[src/include/fetch_consts.svh]
// fetch front end constants, included by the RTL and the testbench for FIFO sizing and boot
`ifndef FETCH_CONSTS_SVH
`define FETCH_CONSTS_SVH

////////////////////////////////////////////////////////////////////////////
// fetch FIFO sizing
////////////////////////////////////////////////////////////////////////////

// number of fetched entries buffered between the bus and decode
// any value of 2 or more is valid
`define FETCH_FIFO_DEPTH 3

////////////////////////////////////////////////////////////////////////////
// reset state
////////////////////////////////////////////////////////////////////////////

// first fetch address after reset, word aligned
`define BOOT_ADDR 32'h0000_0080

`endif

[src/logic/fetch_pkg.sv]
// shared types of the fetch front end, imported by every fetch RTL module and the testbench
`default_nettype none

package fetch_pkg;

  // instruction address on the bus and in the pipeline
  typedef logic [31:0] addr_t;

  // raw instruction word as returned by memory
  typedef logic [31:0] word_t;

  // one fetched instruction with its address and bus error flag
  // travels from the bus response through the FIFO to decode
  typedef struct packed {
    addr_t addr;
    word_t rdata;
    logic  err;
  } fetch_entry_t;

  // bus side state of the prefetch buffer
  typedef enum logic [1:0] {
    IDLE,
    WAIT_GNT,
    WAIT_RVALID,
    WAIT_ABORTED
  } pf_state_e;

endpackage

`default_nettype wire

[src/logic/fetch_fifo.sv]
// in-order buffer of fetched entries between the bus and decode, cleared in one cycle on branch
`default_nettype none

`include "fetch_consts.svh"

module fetch_fifo
  import fetch_pkg::*;
#(
  parameter int unsigned depth = `FETCH_FIFO_DEPTH
) (
  input  wire logic          clk_i,
  input  wire logic          rst_ni,

  // drops every stored entry on the next edge
  input  wire logic          clear_i,

  input  wire logic          in_valid_i,
  output logic               in_ready_o,
  input  wire fetch_entry_t  in_entry_i,

  output logic               out_valid_o,
  input  wire logic          out_ready_i,
  output fetch_entry_t       out_entry_o
);

  localparam int unsigned ptr_w = (depth > 1) ? $clog2(depth) : 1;
  localparam int unsigned cnt_w = $clog2(depth + 1);

  typedef logic [ptr_w-1:0] ptr_t;
  typedef logic [cnt_w-1:0] cnt_t;

  localparam ptr_t last_ptr = ptr_t'(depth - 1);
  localparam cnt_t full_cnt = cnt_t'(depth);

  fetch_entry_t mem_q [depth];
  ptr_t         rd_ptr_q;
  ptr_t         wr_ptr_q;
  cnt_t         count_q;
  logic         push;
  logic         pop;

  // pointers wrap at depth, which need not be a power of two
  function automatic ptr_t ptr_inc(input ptr_t p);
    return (p == last_ptr) ? '0 : p + ptr_t'(1);
  endfunction

  ////////////////////////////////////////////////////////////////////////////
  // handshake
  ////////////////////////////////////////////////////////////////////////////

  // ready from occupancy only
  assign in_ready_o  = (count_q < full_cnt);
  assign out_valid_o = (count_q != '0);

  // oldest entry, read straight from storage
  assign out_entry_o = mem_q[rd_ptr_q];

  assign push = in_valid_i & in_ready_o;
  assign pop  = out_valid_o & out_ready_i;

  ////////////////////////////////////////////////////////////////////////////
  // storage and pointers
  ////////////////////////////////////////////////////////////////////////////

  always_ff @(posedge clk_i) begin
    if (push) begin
      mem_q[wr_ptr_q] <= in_entry_i;
    end
  end

  always_ff @(posedge clk_i or negedge rst_ni) begin
    if (!rst_ni) begin
      rd_ptr_q <= '0;
      wr_ptr_q <= '0;
      count_q  <= '0;
    end else if (clear_i) begin
      // clear wins over a write in the same cycle
      rd_ptr_q <= '0;
      wr_ptr_q <= '0;
      count_q  <= '0;
    end else begin
      if (push) begin
        wr_ptr_q <= ptr_inc(wr_ptr_q);
      end
      if (pop) begin
        rd_ptr_q <= ptr_inc(rd_ptr_q);
      end
      // occupancy only moves when exactly one side transfers
      unique case ({push, pop})
        2'b10:   count_q <= count_q + cnt_t'(1);
        2'b01:   count_q <= count_q - cnt_t'(1);
        default: count_q <= count_q;
      endcase
    end
  end

  // stored entries stay within depth and match the distance between the pointers
  a_count_bound: assert property (@(posedge clk_i) disable iff (!rst_ni)
    (count_q <= full_cnt) &&
    ((int'(wr_ptr_q) - int'(rd_ptr_q) + int'(depth)) % int'(depth)
      == int'(count_q) % int'(depth)));

endmodule

`default_nettype wire

[src/logic/fetch_unit.sv]
// top level of the instruction fetch front end, bus on one side and decode on the other
`default_nettype none

module fetch_unit
  import fetch_pkg::*;
(
  input  wire logic          clk_i,
  input  wire logic          rst_ni,

  // control from the core
  input  wire logic          req_i,
  input  wire logic          branch_i,
  input  wire addr_t         branch_addr_i,

  // decode side
  input  wire logic          id_ready_i,
  output logic               id_valid_o,
  output fetch_entry_t       id_entry_o,

  output logic               busy_o,

  // instruction bus
  output logic               instr_req_o,
  input  wire logic          instr_gnt_i,
  output addr_t              instr_addr_o,
  input  wire word_t         instr_rdata_i,
  input  wire logic          instr_err_i,
  input  wire logic          instr_rvalid_i
);

  // stream from the fetch FIFO into the instruction register
  logic         pf_valid;
  logic         pf_ready;
  fetch_entry_t pf_entry;

  prefetch_buffer pf0 (
    .clk_i          (clk_i),
    .rst_ni         (rst_ni),
    .req_i          (req_i),
    .branch_i       (branch_i),
    .branch_addr_i  (branch_addr_i),
    .out_ready_i    (pf_ready),
    .out_valid_o    (pf_valid),
    .out_entry_o    (pf_entry),
    .busy_o         (busy_o),
    .instr_req_o    (instr_req_o),
    .instr_gnt_i    (instr_gnt_i),
    .instr_addr_o   (instr_addr_o),
    .instr_rdata_i  (instr_rdata_i),
    .instr_err_i    (instr_err_i),
    .instr_rvalid_i (instr_rvalid_i)
  );

  // a branch also discards the entry waiting for decode
  instr_out_reg out0 (
    .clk_i       (clk_i),
    .rst_ni      (rst_ni),
    .flush_i     (branch_i),
    .in_valid_i  (pf_valid),
    .in_ready_o  (pf_ready),
    .in_entry_i  (pf_entry),
    .out_valid_o (id_valid_o),
    .out_ready_i (id_ready_i),
    .out_entry_o (id_entry_o)
  );

endmodule

`default_nettype wire

[src/logic/instr_out_reg.sv]
// single-entry instruction register toward decode, flushed when a branch is taken
`default_nettype none

module instr_out_reg
  import fetch_pkg::*;
(
  input  wire logic          clk_i,
  input  wire logic          rst_ni,

  // empties the register on the next edge
  input  wire logic          flush_i,

  input  wire logic          in_valid_i,
  output logic               in_ready_o,
  input  wire fetch_entry_t  in_entry_i,

  output logic               out_valid_o,
  input  wire logic          out_ready_i,
  output fetch_entry_t       out_entry_o
);

  logic         valid_q;
  fetch_entry_t entry_q;
  logic         load;

  // takes a new entry when empty or when decode consumes the current one
  assign in_ready_o = ~valid_q | out_ready_i;
  assign load       = in_valid_i & in_ready_o;

  assign out_valid_o = valid_q;
  assign out_entry_o = entry_q;

  always_ff @(posedge clk_i or negedge rst_ni) begin
    if (!rst_ni) begin
      valid_q <= 1'b0;
    end else if (flush_i) begin
      valid_q <= 1'b0;
    end else if (in_ready_o) begin
      valid_q <= in_valid_i;
    end
  end

  // payload only, qualified by valid_q
  always_ff @(posedge clk_i) begin
    if (load) begin
      entry_q <= in_entry_i;
    end
  end

  // decode may stall but a held entry must not change under it
  a_hold_stable: assert property (@(posedge clk_i) disable iff (!rst_ni)
    out_valid_o && !out_ready_i && !flush_i |=> out_valid_o && $stable(out_entry_o));

endmodule

`default_nettype wire

[src/logic/prefetch_buffer.sv]
// prefetch buffer driving the instruction bus, tagging responses and filling the fetch FIFO
`default_nettype none

`include "fetch_consts.svh"

module prefetch_buffer
  import fetch_pkg::*;
(
  input  wire logic          clk_i,
  input  wire logic          rst_ni,

  input  wire logic          req_i,
  input  wire logic          branch_i,
  input  wire addr_t         branch_addr_i,

  // stream toward the instruction register
  input  wire logic          out_ready_i,
  output logic               out_valid_o,
  output fetch_entry_t       out_entry_o,

  output logic               busy_o,

  // instruction bus
  output logic               instr_req_o,
  input  wire logic          instr_gnt_i,
  output addr_t              instr_addr_o,
  input  wire word_t         instr_rdata_i,
  input  wire logic          instr_err_i,
  input  wire logic          instr_rvalid_i
);

  pf_state_e    state_q, state_d;
  addr_t        addr_q;
  addr_t        instr_addr;
  addr_t        fetch_addr;
  addr_t        branch_target;
  addr_t        next_addr;
  logic         addr_pend_q, addr_pend_d;
  logic         addr_load;
  logic         bus_free;
  logic         room_ok;
  logic         issue_ok;
  logic         fifo_push;
  logic         fifo_ready;
  fetch_entry_t fifo_in;

  assign busy_o = (state_q != IDLE) | instr_req_o;

  ////////////////////////////////////////////////////////////////////////////
  // fetch FIFO
  ////////////////////////////////////////////////////////////////////////////

  // responses are tagged with the address of the request that produced them
  assign fifo_in = '{addr: addr_q, rdata: instr_rdata_i, err: instr_err_i};

  // only a live response is pushed, an aborted one never is
  assign fifo_push = (state_q == WAIT_RVALID) & instr_rvalid_i;

  fetch_fifo #(
    .depth (`FETCH_FIFO_DEPTH)
  ) fifo0 (
    .clk_i       (clk_i),
    .rst_ni      (rst_ni),
    .clear_i     (branch_i),
    .in_valid_i  (fifo_push),
    .in_ready_o  (fifo_ready),
    .in_entry_i  (fifo_in),
    .out_valid_o (out_valid_o),
    .out_ready_i (out_ready_i),
    .out_entry_o (out_entry_o)
  );

  ////////////////////////////////////////////////////////////////////////////
  // fetch address
  ////////////////////////////////////////////////////////////////////////////

  assign branch_target = {branch_addr_i[31:2], 2'b00};

  // a pending target has not been requested yet, so it is fetched as is
  assign fetch_addr = addr_pend_q ? addr_q : {addr_q[31:2], 2'b00} + 32'd4;
  assign next_addr  = branch_i ? branch_target : fetch_addr;

  // a push in the same cycle takes one slot
  // keep a second free one for the new request unless the FIFO drains
  assign room_ok  = fifo_ready & (~fifo_push | ~out_valid_o | out_ready_i);
  assign issue_ok = req_i & (branch_i | room_ok);

  ////////////////////////////////////////////////////////////////////////////
  // bus state machine
  ////////////////////////////////////////////////////////////////////////////

  always_comb begin
    state_d     = state_q;
    instr_req_o = 1'b0;
    instr_addr  = next_addr;
    addr_load   = 1'b0;
    addr_pend_d = addr_pend_q;
    bus_free    = 1'b0;

    unique case (state_q)
      IDLE: begin
        bus_free = 1'b1;
      end
      // request is out, address held until granted
      WAIT_GNT: begin
        instr_req_o = 1'b1;
        // a branch redirects the request still waiting for its grant
        if (!branch_i) begin
          instr_addr = addr_q;
        end
        addr_load = branch_i;
        if (instr_gnt_i) begin
          state_d = WAIT_RVALID;
        end
      end
      WAIT_RVALID: begin
        if (instr_rvalid_i) begin
          bus_free = 1'b1;
          state_d  = IDLE;
        end else if (branch_i) begin
          // response still on its way, drop it when it comes
          addr_load   = 1'b1;
          addr_pend_d = 1'b1;
          state_d     = WAIT_ABORTED;
        end
      end
      WAIT_ABORTED: begin
        if (instr_rvalid_i) begin
          bus_free = 1'b1;
          state_d  = IDLE;
        end else if (branch_i) begin
          addr_load   = 1'b1;
          addr_pend_d = 1'b1;
        end
      end
      default: begin
        state_d = IDLE;
      end
    endcase

    // bus is free this cycle, start the next request or latch a target
    if (bus_free) begin
      if (issue_ok) begin
        instr_req_o = 1'b1;
        addr_load   = 1'b1;
        addr_pend_d = 1'b0;
        state_d     = instr_gnt_i ? WAIT_RVALID : WAIT_GNT;
      end else if (branch_i) begin
        addr_load   = 1'b1;
        addr_pend_d = 1'b1;
      end
    end
  end

  assign instr_addr_o = instr_addr;

  always_ff @(posedge clk_i or negedge rst_ni) begin
    if (!rst_ni) begin
      state_q     <= IDLE;
      addr_q      <= `BOOT_ADDR;
      // boot address is fetched before any increment
      addr_pend_q <= 1'b1;
    end else begin
      state_q     <= state_d;
      addr_pend_q <= addr_pend_d;
      if (addr_load) begin
        addr_q <= instr_addr;
      end
    end
  end

  // bus protocol: an ungranted request keeps its address unless redirected
  a_addr_stable: assert property (@(posedge clk_i) disable iff (!rst_ni)
    instr_req_o && !instr_gnt_i |=> branch_i || (instr_req_o && $stable(instr_addr_o)));

  // one outstanding request must always find a free FIFO slot
  a_no_push_full: assert property (@(posedge clk_i) disable iff (!rst_ni)
    fifo_push |-> fifo_ready);

endmodule

`default_nettype wire

[config.mk]
export PLATFORM = sky130hd
export DESIGN_NAME = fetch_unit
export DESIGN_NICKNAME = d
export VERILOG_FILES = /design/src/logic/fetch_pkg.sv /design/src/logic/fetch_fifo.sv /design/src/logic/fetch_unit.sv /design/src/logic/instr_out_reg.sv /design/src/logic/prefetch_buffer.sv
export VERILOG_INCLUDE_DIRS = /design/src /design/src/include
export SDC_FILE = /design/constraint.sdc
export NUM_CORES = 1
export LEC_CHECK = 0
export BUFFER_PORTS_ARGS = -buffer_cell sky130_fd_sc_hd__buf_2
export CAP_MARGIN = 20
export CELL_PAD_IN_SITES_DETAIL_PLACEMENT = 2
export CELL_PAD_IN_SITES_GLOBAL_PLACEMENT = 2
export CORE_MARGIN = 2
export CORE_UTILIZATION = 40
export CTS_CLUSTER_DIAMETER = 150
export DETAILED_ROUTE_END_ITERATION = 6
export GPL_TIMING_DRIVEN = 1
export PLACE_DENSITY_LB_ADDON = 0.1
export SLEW_MARGIN = 25
export SYNTH_ARGS = -nofsm -noshare
export SYNTH_HDL_FRONTEND = slang
export SYNTH_SLANG_ARGS = --single-unit
[constraint.sdc]
create_clock -name clk_i -period 8 [get_ports clk_i]
set_input_delay 1.2 -clock clk_i [delete_from_list [all_inputs] [get_ports clk_i]]
set_output_delay 1.2 -clock clk_i [all_outputs]
set_load 0.02 [all_outputs]
==> metrics.txt, run 1 <==
clock slew seen by the registers of the worst setup and hold paths=0.05 ns; total core area=30,430 sq um; GR Overflow Total=0; count of final max-slew check failures=0; antenna diode count=0; total routed wirelength=32,510 microns; width of the die=179.4 microns; post-synth net total=918; average size of a mapped cell=around 15 sq um; number of H-tree levels=2; flop-to-flop setup slack=roughly 5.3 ns; # resized after CTS=0; worst setup skew after layout=0.02148 ns; Die Y-Extent=around 180 microns; TritonCTS clock tree=yes; dominant cells by area after synthesis=sky130_fd_sc_hd__edfxtp_1 (63%), sky130_fd_sc_hd__dfrtp_1 (8.1%), sky130_fd_sc_hd__mux2i_1 (5.4%); stage delay of the slowest cell on the critical path=0.78 ns; number of nets in the layout=1,087; count of cell types in the netlist=between 50 and 60; Critical Path Source Type=flop; number of buffers created by CTS=34; final weighted congestion in routability-driven placement=roughly 0.73; category of the worst setup path capture point=primary output; leading area contributor after synthesis=sky130_fd_sc_hd__edfxtp_1; number of flops mapped to enable cells by yosys=260; data required time at the worst endpoint=roughly 6.8 ns; remaining antenna violation count=0; area of the mapped netlist=12,310 sq um; Syn Inst Count=between 800 and 900; initial antenna violation count=0; Pre-antenna DRT Iters=4; unrepaired setup endpoints after global routing=no; final cycle utilization of the critical path=54.91%; CTS Hold Bufs=0; number of buffers added for setup after CTS=0; number of synthesized register bits=302; die area=32,190 sq um; critical path peak fanout=15; Synth Flop Type=sky130_fd_sc_hd__edfxtp_1; signal arrival time at the worst endpoint=between 3 and 4 ns; Sequential cell area=around 8900 sq um; placed standard-cell area=13,560 sq um; worst skew pair latency=0.52 ns; Avg Vias per Cell=5.302; YS warnings=0; root cell of the clock tree=sky130_fd_sc_hd__clkbuf_16; type of the setup path with the least slack=flop to primary output; standard cell with the maximum stage delay on the critical path=sky130_fd_sc_hd__nor4_4; share of post-route cells with drive strength above 1=between 20 and 30%; most frequent cell after synthesis=sky130_fd_sc_hd__edfxtp_1; Area Overhead vs Synth=18.49%; final sum of negative setup slack=0 ns; total of endpoints with negative setup slack in the final report=0; drt drc=0; first-pass GRT wire length=between 50,000 and 60,000 microns; min Tclk post-route=4.393 ns; Pwr per Cell Area=250.0 nW/um^2; number of input and output port buffers inserted=169; share of Yosys cell area claimed by the top area cell type=between 60% and 70%; number of inserted filler cells in the final layout=~3,000; Max Cap Viol=0; initial cell density of the core=40.45%; WL/cell=between 20 and 25 microns; maximum number of pins on one net before global-route repair=69; Row Count=64; outcome=completed; slew at the pin closest to its max-slew limit=1.016 ns; multi-input logic area=3253 sq um; CP Cell Sequence=nand3_2 -> nor4_4 -> nand4_4 -> or3_2 -> a31oi_1 -> buf_2; Synth top cells by count=sky130_fd_sc_hd__edfxtp_1 (260), sky130_fd_sc_hd__nand2_1 (100), sky130_fd_sc_hd__o21ai_0 (82); maximum buffer depth of the clock tree=3; Hold/Removal Path Class=flop to flop; io pins=~170; share of synthesized area occupied by flip-flops and latches=71.99%; via count of the routed design=~7,600; number of endpoints with negative hold slack in the final report=0; static leakage power=4.985 nW; post-synthesis async set-or-reset flop share=13.91%; via count of the first global-routing pass=about 8,400; post-route standard cell area excluding fillers=14,580 sq um; worst-case headroom to the max-slew limit=32.27%; Max Clock Freq=227.7 MHz; DRC marker count from the first detailed-route iteration=390; number of clock sinks=302; Max VDD drop=around 0.13 mV; total global routing track utilization=20.29%; HPWL Detailed=20,310 microns
-- sequential cells by signal (all words and copies together) (netlist names), named ones only --
signal and flops:
pf0.addr_q 32, pf0.fifo0.wr_ptr_q 2, out0.out_entry_o 65, out0.out_valid_o 1, pf0.fifo0.rd_ptr_q 2, pf0.state_q 2
pf0.fifo0.mem_q 195, pf0.fifo0.count_q 2
-- final cells by class --
class                   count  share of cell area [%]
multi-input cells         491                   22.31
inverters                   5                  0.1287
well taps                 396                   3.397
flip-flops and latches    302                   60.81
clock inverters             9                  0.2917
repair buffers            180                   6.417
clock buffers              52                   6.649
-- cells by family (layout without fill, tap and decap cells) --
| kind of cell | count (synthesis) | count (layout) | share of synthesized area, % |
|---|---|---|---|
| AO/OA/AOI/OAI | 136 | 136 | 6.323 |
| XOR/XNOR | 38 | 38 | 2.704 |
| adder cells (fa/ha/maj) | 1 | 1 | 0.1016 |
| buffers and inverters | 52 | 246 | 1.769 |
| flip-flops | 302 | 302 | 71.99 |
| multiplexers | 90 | 90 | 7.563 |
| AND/OR/NAND/NOR | 226 | 226 | 9.546 |
-- worst paths after layout --
check | startpoint | end | depth (start not counted)
max in group asynchronous | rst_ni | pf0.fifo0.rd_ptr_q[1]$_DFFE_PN0P_ | 2
worst min-delay path | pf0.addr_q[1]$_DFFE_PN0P_ | pf0.fifo0.mem_q[1][34]$_DFFE_PP_ | 0
worst max-delay path | pf0.addr_q[8]$_DFFE_PN0P_ | instr_addr_o[31] | 6
worst min register to register | pf0.addr_q[1]$_DFFE_PN0P_ | pf0.fifo0.mem_q[1][34]$_DFFE_PP_ | 0
worst max register to register | pf0.fifo0.count_q[1]$_DFFE_PN0P_ | pf0.addr_q[31]$_DFFE_PN0P_ | 6
min in group asynchronous | rst_ni | pf0.addr_q[17]$_DFFE_PN0P_ | 2
-- worst max-delay path: cells and delay by family (launching register included) --
kind	cells	cell delay, ns
AOI/OAI and AO/OA	1	0.16
buffers and inverters	1	0.18
DFF	1	0.58
and+or+nand+nor	4	1.75
-- cells in the final DEF (no fill, tap or decap), types with 3 or more instances in the layout --
| master | instances |
|---|---|
| sky130_fd_sc_hd__a211oi_1 | 4 |
| sky130_fd_sc_hd__a21boi_0 | 8 |
| sky130_fd_sc_hd__a21oi_1 | 17 |
| sky130_fd_sc_hd__a31oi_1 | 7 |
| sky130_fd_sc_hd__and3_1 | 4 |
| sky130_fd_sc_hd__and4_1 | 3 |
| sky130_fd_sc_hd__buf_2 | 169 |
| sky130_fd_sc_hd__buf_4 | 9 |
| sky130_fd_sc_hd__clkbuf_1 | 14 |
| sky130_fd_sc_hd__clkbuf_16 | 35 |
| sky130_fd_sc_hd__clkbuf_8 | 3 |
| sky130_fd_sc_hd__clkinv_1 | 5 |
| sky130_fd_sc_hd__clkinv_2 | 3 |
| sky130_fd_sc_hd__dfrtp_1 | 38 |
| sky130_fd_sc_hd__edfxtp_1 | 260 |
| sky130_fd_sc_hd__inv_1 | 3 |
| sky130_fd_sc_hd__mux2_2 | 24 |
| sky130_fd_sc_hd__mux2i_1 | 66 |
| sky130_fd_sc_hd__nand2_1 | 100 |
| sky130_fd_sc_hd__nand2b_1 | 12 |
| sky130_fd_sc_hd__nand3_1 | 8 |
| sky130_fd_sc_hd__nand4_1 | 9 |
| sky130_fd_sc_hd__nand4bb_1 | 3 |
| sky130_fd_sc_hd__nor2_1 | 34 |
| sky130_fd_sc_hd__nor2b_1 | 3 |
| sky130_fd_sc_hd__nor3_1 | 11 |
| sky130_fd_sc_hd__nor3_2 | 3 |
| sky130_fd_sc_hd__nor4_1 | 8 |
| sky130_fd_sc_hd__nor4_2 | 3 |
| sky130_fd_sc_hd__o21ai_0 | 82 |
| sky130_fd_sc_hd__o31a_1 | 8 |
| sky130_fd_sc_hd__or3_1 | 6 |
| sky130_fd_sc_hd__xnor2_1 | 13 |
| sky130_fd_sc_hd__xor2_1 | 25 |
-- stage by stage --
step / power [mW] / setup WS [ns] / instances / hold slack, ns / util [%]
3_3_place_gp: 2.222 / 3.756 / 1374 / 0.4801 / 44.58
6_report: 3.646 / 3.607 / 1435 / 0.5130 / 47.93
5_1_grt: 3.792 / 3.444 / 1435 / 0.5363 / 47.93
4_1_cts: 3.695 / 3.532 / 1435 / 0.5215 / 47.90
3_5_place_dp: 2.245 / 3.764 / 1374 / 0.5067 / 44.58
2_1_floorplan: 2.097 / 1.125 / 845 / 0.4539 / -
-- metal layers --
| layer | up-vias | part of all wire [%] | global-route usage (%) |
|---|---|---|---|
| li1 | 3508 | - | - |
| met1 | 3873 | 44 | 25.86 |
| met2 | 167 | 50 | 35.16 |
| met3 | 60 | 3.8 | 3.545 |
| met4 | 0 | 2.8 | 6.732 |
| met5 | - | 0 | 0 |
-- power breakdown --
group          internal, mW  leakage, nW  switching (mW)  total (mW)
sequential             1.81         2.85          0.0738        1.88
clock                 0.835        0.494           0.604        1.44
combinational         0.116         1.64           0.211       0.328
No activity file was read; power rests on OpenSTA's default activity.
==> run 2, diff against run 1 <==
Clock period 8 ns to 4.2 ns, I/O delays scaled along.
==> metrics.txt, run 2 (synthesis results as in run 1) <==
most frequent standard cell in the layout excluding fill and tap cells=sky130_fd_sc_hd__edfxtp_1 (unchanged); Sw Share=24.66% (was 24.40%); GR Overflow Total=0 (unchanged); worst-case headroom to the max-slew limit=38.79% (was 32.27%); number of buffers added for setup after CTS=0 (unchanged); number of H-tree levels=2 (unchanged); total core area=30,430 sq um (unchanged); # resized after CTS=0 (unchanged); category of the worst setup path capture point=primary output (unchanged); width of the die=179.4 microns (unchanged); Pre-antenna DRT Iters=4 (unchanged); via count of the routed design=7,661 (was 7,608); Row Count=64 (unchanged); combinational cell fraction of total power=9.1% (was 9.0%); number of clock sinks=302 (unchanged); total of endpoints with negative setup slack in the final report=0 (unchanged); critical path peak fanout=7 (was 15); kind of cell adding the most delay to the critical path=simple AND/OR/NAND/NOR gates (unchanged); drt drc=0 (unchanged); final cycle utilization of the critical path=85.71%; Critical Path Source Type=flop (unchanged); final sum of negative setup slack=0 ns (unchanged); register with the most flip-flops=pf0.fifo0.mem_q (unchanged); stage delay of the slowest cell on the critical path=0.59 ns (was 0.78 ns); Critical path destination=instr_addr_o[18] (was instr_addr_o[31]); DRC marker count from the first detailed-route iteration=392 (was 390); TritonCTS clock tree=yes (unchanged); Max Clock Freq=277.8 MHz; number of buffers created by CTS=35 (was 34); worst reg2reg path startpoint=pf0.fifo0.count_q[1]$_DFFE_PN0P_ (unchanged); static leakage power=5.028 nW (was 4.985 nW); number of nets in the layout=1,099 (was 1,087); Max Cap Viol=0 (unchanged); final weighted congestion in routability-driven placement=0.7446 (was 0.7340); initial antenna violation count=1 (was 0); Pwr per Cell Area=469.6 nW/um^2 (was 250.0 nW/um^2); signal arrival time at the worst endpoint=2.97 ns (was 3.19 ns); worst path buffer plus inverter count=1 (unchanged); Fin Hold WS=0.2543 ns (was 0.5130 ns); Net Sw Power=1.702 mW (was 0.8896 mW); worst skew pair latency=0.50 ns (was 0.52 ns); initial cell density of the core=40.45% (unchanged); number of endpoints with negative hold slack in the final report=0 (unchanged); CTS Hold Bufs=0 (unchanged); WL/cell=22.66 microns (was 22.65 microns); clock power share=38.9% (was 39.5%); Die Y-Extent=179.4 microns (unchanged); number of cells on the worst reg-to-reg path=6 (unchanged); data required time at the worst endpoint=3.57 ns (was 6.80 ns); total stage count of the critical path=7 (was 6); internal power consumption=5.198 mW (was 2.756 mW); share of post-route cells with drive strength above 1=26.46% (was 25.79%); Critical path origin=pf0.addr_q[2]$_DFFE_PN0P_ (was pf0.addr_q[8]$_DFFE_PN0P_); unrepaired setup endpoints after global routing=no (unchanged); min Tclk post-route=about 3.6 ns; HPWL Detailed=21,620 microns (was 20,310 microns); number of input and output port buffers inserted=169 (unchanged); flop-to-flop setup slack=1.56 ns (was 5.32 ns); root cell of the clock tree=sky130_fd_sc_hd__clkbuf_16 (unchanged); total routed wirelength=32,720 microns (was 32,510 microns); type of the setup path with the least slack=flop to primary output (unchanged); die area=32,190 sq um (unchanged); commonest cells after routing, fill and taps aside=sky130_fd_sc_hd__edfxtp_1 (260), sky130_fd_sc_hd__buf_2 (169), sky130_fd_sc_hd__nand2_1 (100), sky130_fd_sc_hd__o21ai_0 (82), sky130_fd_sc_hd__mux2i_1 (66) (unchanged); max reg flops=195 (unchanged); sequential power share=52.0% (was 51.5%); worst setup skew after layout=0.01172 ns (was 0.02148 ns); clock slew seen by the registers of the worst setup and hold paths=0.06 ns (was 0.05 ns); outcome=completed (unchanged); end of the worst register-to-register path=pf0.addr_q[31]$_DFFE_PN0P_ (unchanged); maximum number of pins on one net before global-route repair=59 (was 69); total global routing track utilization=20.18% (was 20.29%); Hold/Removal Path Class=input pin to async pin (was flop to flop); Area Overhead vs Synth=19.38% (was 18.49%); maximum buffer depth of the clock tree=3 (unchanged); via count of the first global-routing pass=8,661 (was 8,448); standard cell with the maximum stage delay on the critical path=sky130_fd_sc_hd__nor3_1 (was sky130_fd_sc_hd__nor4_4); remaining antenna violation count=0 (unchanged); Avg Vias per Cell=5.305 (was 5.302); CP Cell Sequence=ha_1 -> nand2b_1 -> nor3_1 -> nand3_1 -> xor2_1 -> a21oi_1 -> buf_2 (was nand3_2 -> nor4_4 -> nand4_4 -> or3_2 -> a31oi_1 -> buf_2); first-pass GRT wire length=50,720 microns (was 50,450 microns); Max VDD drop=0.3069 mV (was 0.1264 mV); io pins=172 (unchanged); slew at the pin closest to its max-slew limit=0.9182 ns (was 1.016 ns); count of final max-slew check failures=0 (unchanged)
## run 2: cell count changes in the layout (fill, tap and decap cells not counted), moves of 2 or more
cell	change
sky130_fd_sc_hd__buf_6	-2
sky130_fd_sc_hd__buf_12	+4
sky130_fd_sc_hd__clkbuf_8	-3
sky130_fd_sc_hd__buf_4	+9
sky130_fd_sc_hd__clkinv_1	+3
sky130_fd_sc_hd__clkinvlp_4	+2
sky130_fd_sc_hd__clkinv_2	-2
sky130_fd_sc_hd__clkbuf_1	-4
## run 2: how the worst min path moves through the flow
stage,slack [ns],endpoint,from,cells past startpoint
2_1_floorplan,0.33,out0.out_valid_o$_DFFE_PN0P_,rst_ni,0
3_3_place_gp,0.49,pf0.fifo0.mem_q[0][34]$_DFFE_PP_,pf0.addr_q[1]$_DFFE_PN0P_,0
3_5_place_dp,0.52,out0.out_entry_o[39]$_DFFE_PP_,pf0.fifo0.mem_q[2][39]$_DFFE_PP_,2
4_1_cts,0.26,pf0.addr_q[30]$_DFFE_PN0P_,rst_ni,1
5_1_grt,0.28,pf0.addr_q[30]$_DFFE_PN0P_,rst_ni,1
6_report,0.25,pf0.addr_q[24]$_DFFE_PN0P_,rst_ni,1
## run 2: layer usage
metal  up-vias  share of wire (%)  global-route usage, %
li1       3532                  -                      -
met1      3891                 44                  26.48
met2       187                 50                  35.02
met3        51                3.9                  3.160
met4         0                2.2                  5.366
met5         -                  0                      0
## run 2: layout make-up
class	count	area [sq um]
sequential	302	8869
timing repair buffer	191	1061
tap	396	495.5
antenna	1	2.502
inverter	5	18.77
fill	3000	15740
clock buffer	45	913.4
multi-input combinational	491	3266
clock inverter	13	67.56
## run 2: through the flow
step / setup slack [ns] / utilization, % / std cells / area [sq um] / total power [mW]
floorplan: 0.1073 / - / 845 / 12320 / 3.991
global placement: 1.155 / 45.05 / 1385 / 13710 / 4.242
detailed placement: 1.094 / 45.05 / 1385 / 13710 / 4.286
CTS: 0.5359 / 48.28 / 1443 / 14690 / 6.996
global route: 0.3686 / 48.29 / 1444 / 14690 / 7.175
finish: 0.6004 / 48.29 / 1444 / 14690 / 6.899
## run 2: worst reg2reg max path: cells and delay by family (launching register included)
family                 cells  cell delay (ns)
buffers and inverters      1             0.21
AO/OA/AOI/OAI              1             0.16
flip-flops                 1             0.43
AND/OR/NAND/NOR            4             1.77
## run 2: power by group through the flow
stage / clock network (mW) / registers, mW / logic (mW)
global route: 2.88 / 3.61 / 0.691
floorplan: 0 / 3.61 / 0.382
finish: 2.68 / 3.59 / 0.629
detailed placement: 0 / 3.65 / 0.637
CTS: 2.76 / 3.59 / 0.645
global placement: 0 / 3.63 / 0.613
==> run 3, diff against run 2 <==
Settings changed: PLACE_DENSITY set to 0.84, PLACE_DENSITY_LB_ADDON 0.1 to not set.
==> metrics.txt, run 3 (synthesis results as in run 1) <==
# resized after CTS=0 (unchanged); Die Y-Extent=179.4 microns (unchanged); root cell of the clock tree=sky130_fd_sc_hd__clkbuf_16 (unchanged); drt drc=0 (unchanged); width of the die=179.4 microns (unchanged); worst setup skew after layout=0.008674 ns (was 0.01172 ns); Pwr per Cell Area=472.5 nW/um^2 (was 469.6 nW/um^2); WL/cell=22.64 microns (was 22.66 microns); GR Overflow Total=0 (unchanged); stage delay of the slowest cell on the critical path=0.81 ns (was 0.59 ns); most frequent standard cell in the layout excluding fill and tap cells=sky130_fd_sc_hd__edfxtp_1 (unchanged); antenna diode count=0 (was 1); number of input and output port buffers inserted=169 (unchanged); Max VDD drop=0.4107 mV (was 0.3069 mV); remaining antenna violation count=0 (unchanged); final cycle utilization of the critical path=85.85% (was 85.71%); final core utilization=48.12% (was 48.29%); share of post-route cells with drive strength above 1=26.68% (was 26.46%); total global routing track utilization=20.12% (was 20.18%); outcome=completed (unchanged); Critical Path Source Type=flop (unchanged); unrepaired setup endpoints after global routing=no (unchanged); DRC marker count from the first detailed-route iteration=458 (was 392); standard cell with the maximum stage delay on the critical path=sky130_fd_sc_hd__nor2b_1 (was sky130_fd_sc_hd__nor3_1); static leakage power=5.021 nW (was 5.028 nW); final sum of negative setup slack=0 ns (unchanged); worst-case headroom to the max-slew limit=32.66% (was 38.79%); type of the setup path with the least slack=flop to primary output (unchanged); via count of the routed design=7,622 (was 7,661); register with the most flip-flops=pf0.fifo0.mem_q (unchanged); final weighted congestion in routability-driven placement=0.7299 (was 0.7446); HPWL Detailed=22,050 microns (was 21,620 microns); worst skew pair latency=0.55 ns (was 0.50 ns); die area=32,190 sq um (unchanged); number of nets in the layout=1,091 (was 1,099); post-placement worst setup slack=1.180 ns (was 1.094 ns); category of the worst setup path capture point=primary output (unchanged); initial cell density of the core=40.45% (unchanged); number of cells on the worst reg-to-reg path=6 (unchanged); CTS Hold Bufs=0 (unchanged); number of endpoints with negative hold slack in the final report=0 (unchanged); Fin Hold WS=0.1403 ns (was 0.2543 ns); critical path peak fanout=10 (was 7); maximum buffer depth of the clock tree=3 (unchanged); worst reg2reg path startpoint=pf0.fifo0.count_q[0]$_DFFE_PN0P_ (was pf0.fifo0.count_q[1]$_DFFE_PN0P_); number of buffers added for setup after CTS=0 (unchanged); via count of the first global-routing pass=8,404 (was 8,661); Hold/Removal Path Class=input pin to async pin (unchanged); max reg flops=195 (unchanged); signal arrival time at the worst endpoint=2.98 ns (was 2.97 ns); min Tclk post-route=3.606 ns (was 3.600 ns); initial antenna violation count=0 (was 1); number of inserted filler cells in the final layout=3,007 (was 3,000); commonest cells after routing, fill and taps aside=sky130_fd_sc_hd__edfxtp_1 (260), sky130_fd_sc_hd__buf_2 (169), sky130_fd_sc_hd__nand2_1 (100), sky130_fd_sc_hd__o21ai_0 (82), sky130_fd_sc_hd__mux2i_1 (66) (unchanged); total core area=30,430 sq um (unchanged); number of buffers created by CTS=31 (was 35); flop-to-flop setup slack=1.54 ns (was 1.56 ns); total stage count of the critical path=6 (was 7); Max Clock Freq=277.3 MHz (was 277.8 MHz); CP Cell Sequence=nor2b_1 -> or3_1 -> nor2_1 -> xor2_1 -> mux2_2 -> buf_2 (was ha_1 -> nand2b_1 -> nor3_1 -> nand3_1 -> xor2_1 -> a21oi_1 -> buf_2); number of clock sinks=302 (unchanged); kind of cell adding the most delay to the critical path=simple AND/OR/NAND/NOR gates (unchanged); Area Overhead vs Synth=18.97% (was 19.38%); Row Count=64 (unchanged); maximum number of pins on one net before global-route repair=101 (was 59); total routed wirelength=32,560 microns (was 32,720 microns); first-pass GRT wire length=50,490 microns (was 50,720 microns); clock slew seen by the registers of the worst setup and hold paths=0.06 ns (about the same); minimum setup slack in the final design=0.5943 ns (was 0.6004 ns); Avg Vias per Cell=5.300 (was 5.305); number of H-tree levels=1 (was 2); TritonCTS clock tree=yes (unchanged); total of endpoints with negative setup slack in the final report=0 (unchanged); io pins=172 (unchanged); slew at the pin closest to its max-slew limit=1.010 ns (was 0.9182 ns); Pre-antenna DRT Iters=6 (was 4); worst path buffer plus inverter count=1 (unchanged); data required time at the worst endpoint=3.57 ns (about the same); Max Cap Viol=0 (unchanged); count of final max-slew check failures=0 (unchanged); end of the worst register-to-register path=pf0.addr_q[31]$_DFFE_PN0P_ (unchanged)
-- run 3: metal layers --
metal | global-route usage [%] | vias to the layer above | wire length (microns)
li1 | - | 3513 | -
met1 | 26.01 | 3907 | 13920
met2 | 36.06 | 167 | 16720
met3 | 2.917 | 35 | 1378
met4 | 4.195 | 0 | 535
met5 | 0 | - | 0
-- run 3: per-stage QoR --
stage	cell area [sq um]	total power, mW	std cells
6_report	14640	6.918	1438
4_1_cts	14640	7.003	1438
3_5_place_dp	13640	4.283	1381
3_3_place_gp	13640	4.220	1381
2_1_floorplan	12320	3.991	845
5_1_grt	14640	7.160	1438
-- run 3: how the worst max path moves through the flow --
stage	from	to	slack, ns
after floorplan	id_ready_i	out0.out_entry_o[0]$_DFFE_PP_	0.11
after global placement	pf0.state_q[0]$_DFF_PN0_	instr_addr_o[12]	1.22
after detailed placement	pf0.addr_q[3]$_DFFE_PN0P_	instr_addr_o[18]	1.18
after CTS	pf0.state_q[0]$_DFF_PN0_	instr_addr_o[14]	0.58
after global routing	pf0.addr_q[3]$_DFFE_PN0P_	instr_addr_o[18]	0.39
final	pf0.state_q[0]$_DFF_PN0_	instr_addr_o[14]	0.59
-- run 3: layout make-up --
cell class                 count  area (sq um)  share of cell area [%]
clock inverter                20         178.9                   1.222
clock buffer                  37         828.3                   5.657
multi-input combinational    491          3259                   22.26
timing repair buffer         187         993.5                   6.785
inverter                       5         18.77                  0.1282
tap                          396         495.5                   3.384
sequential                   302          8869                   60.57
-- run 3: where the power goes --
part           switching [mW]  internal, mW  total, mW  leakage (nW)
combinational           0.394         0.226      0.620          1.67
sequential              0.158          3.44       3.59          2.85
clock                    1.12          1.58       2.70         0.493
total                    1.67          5.24       6.92          5.02
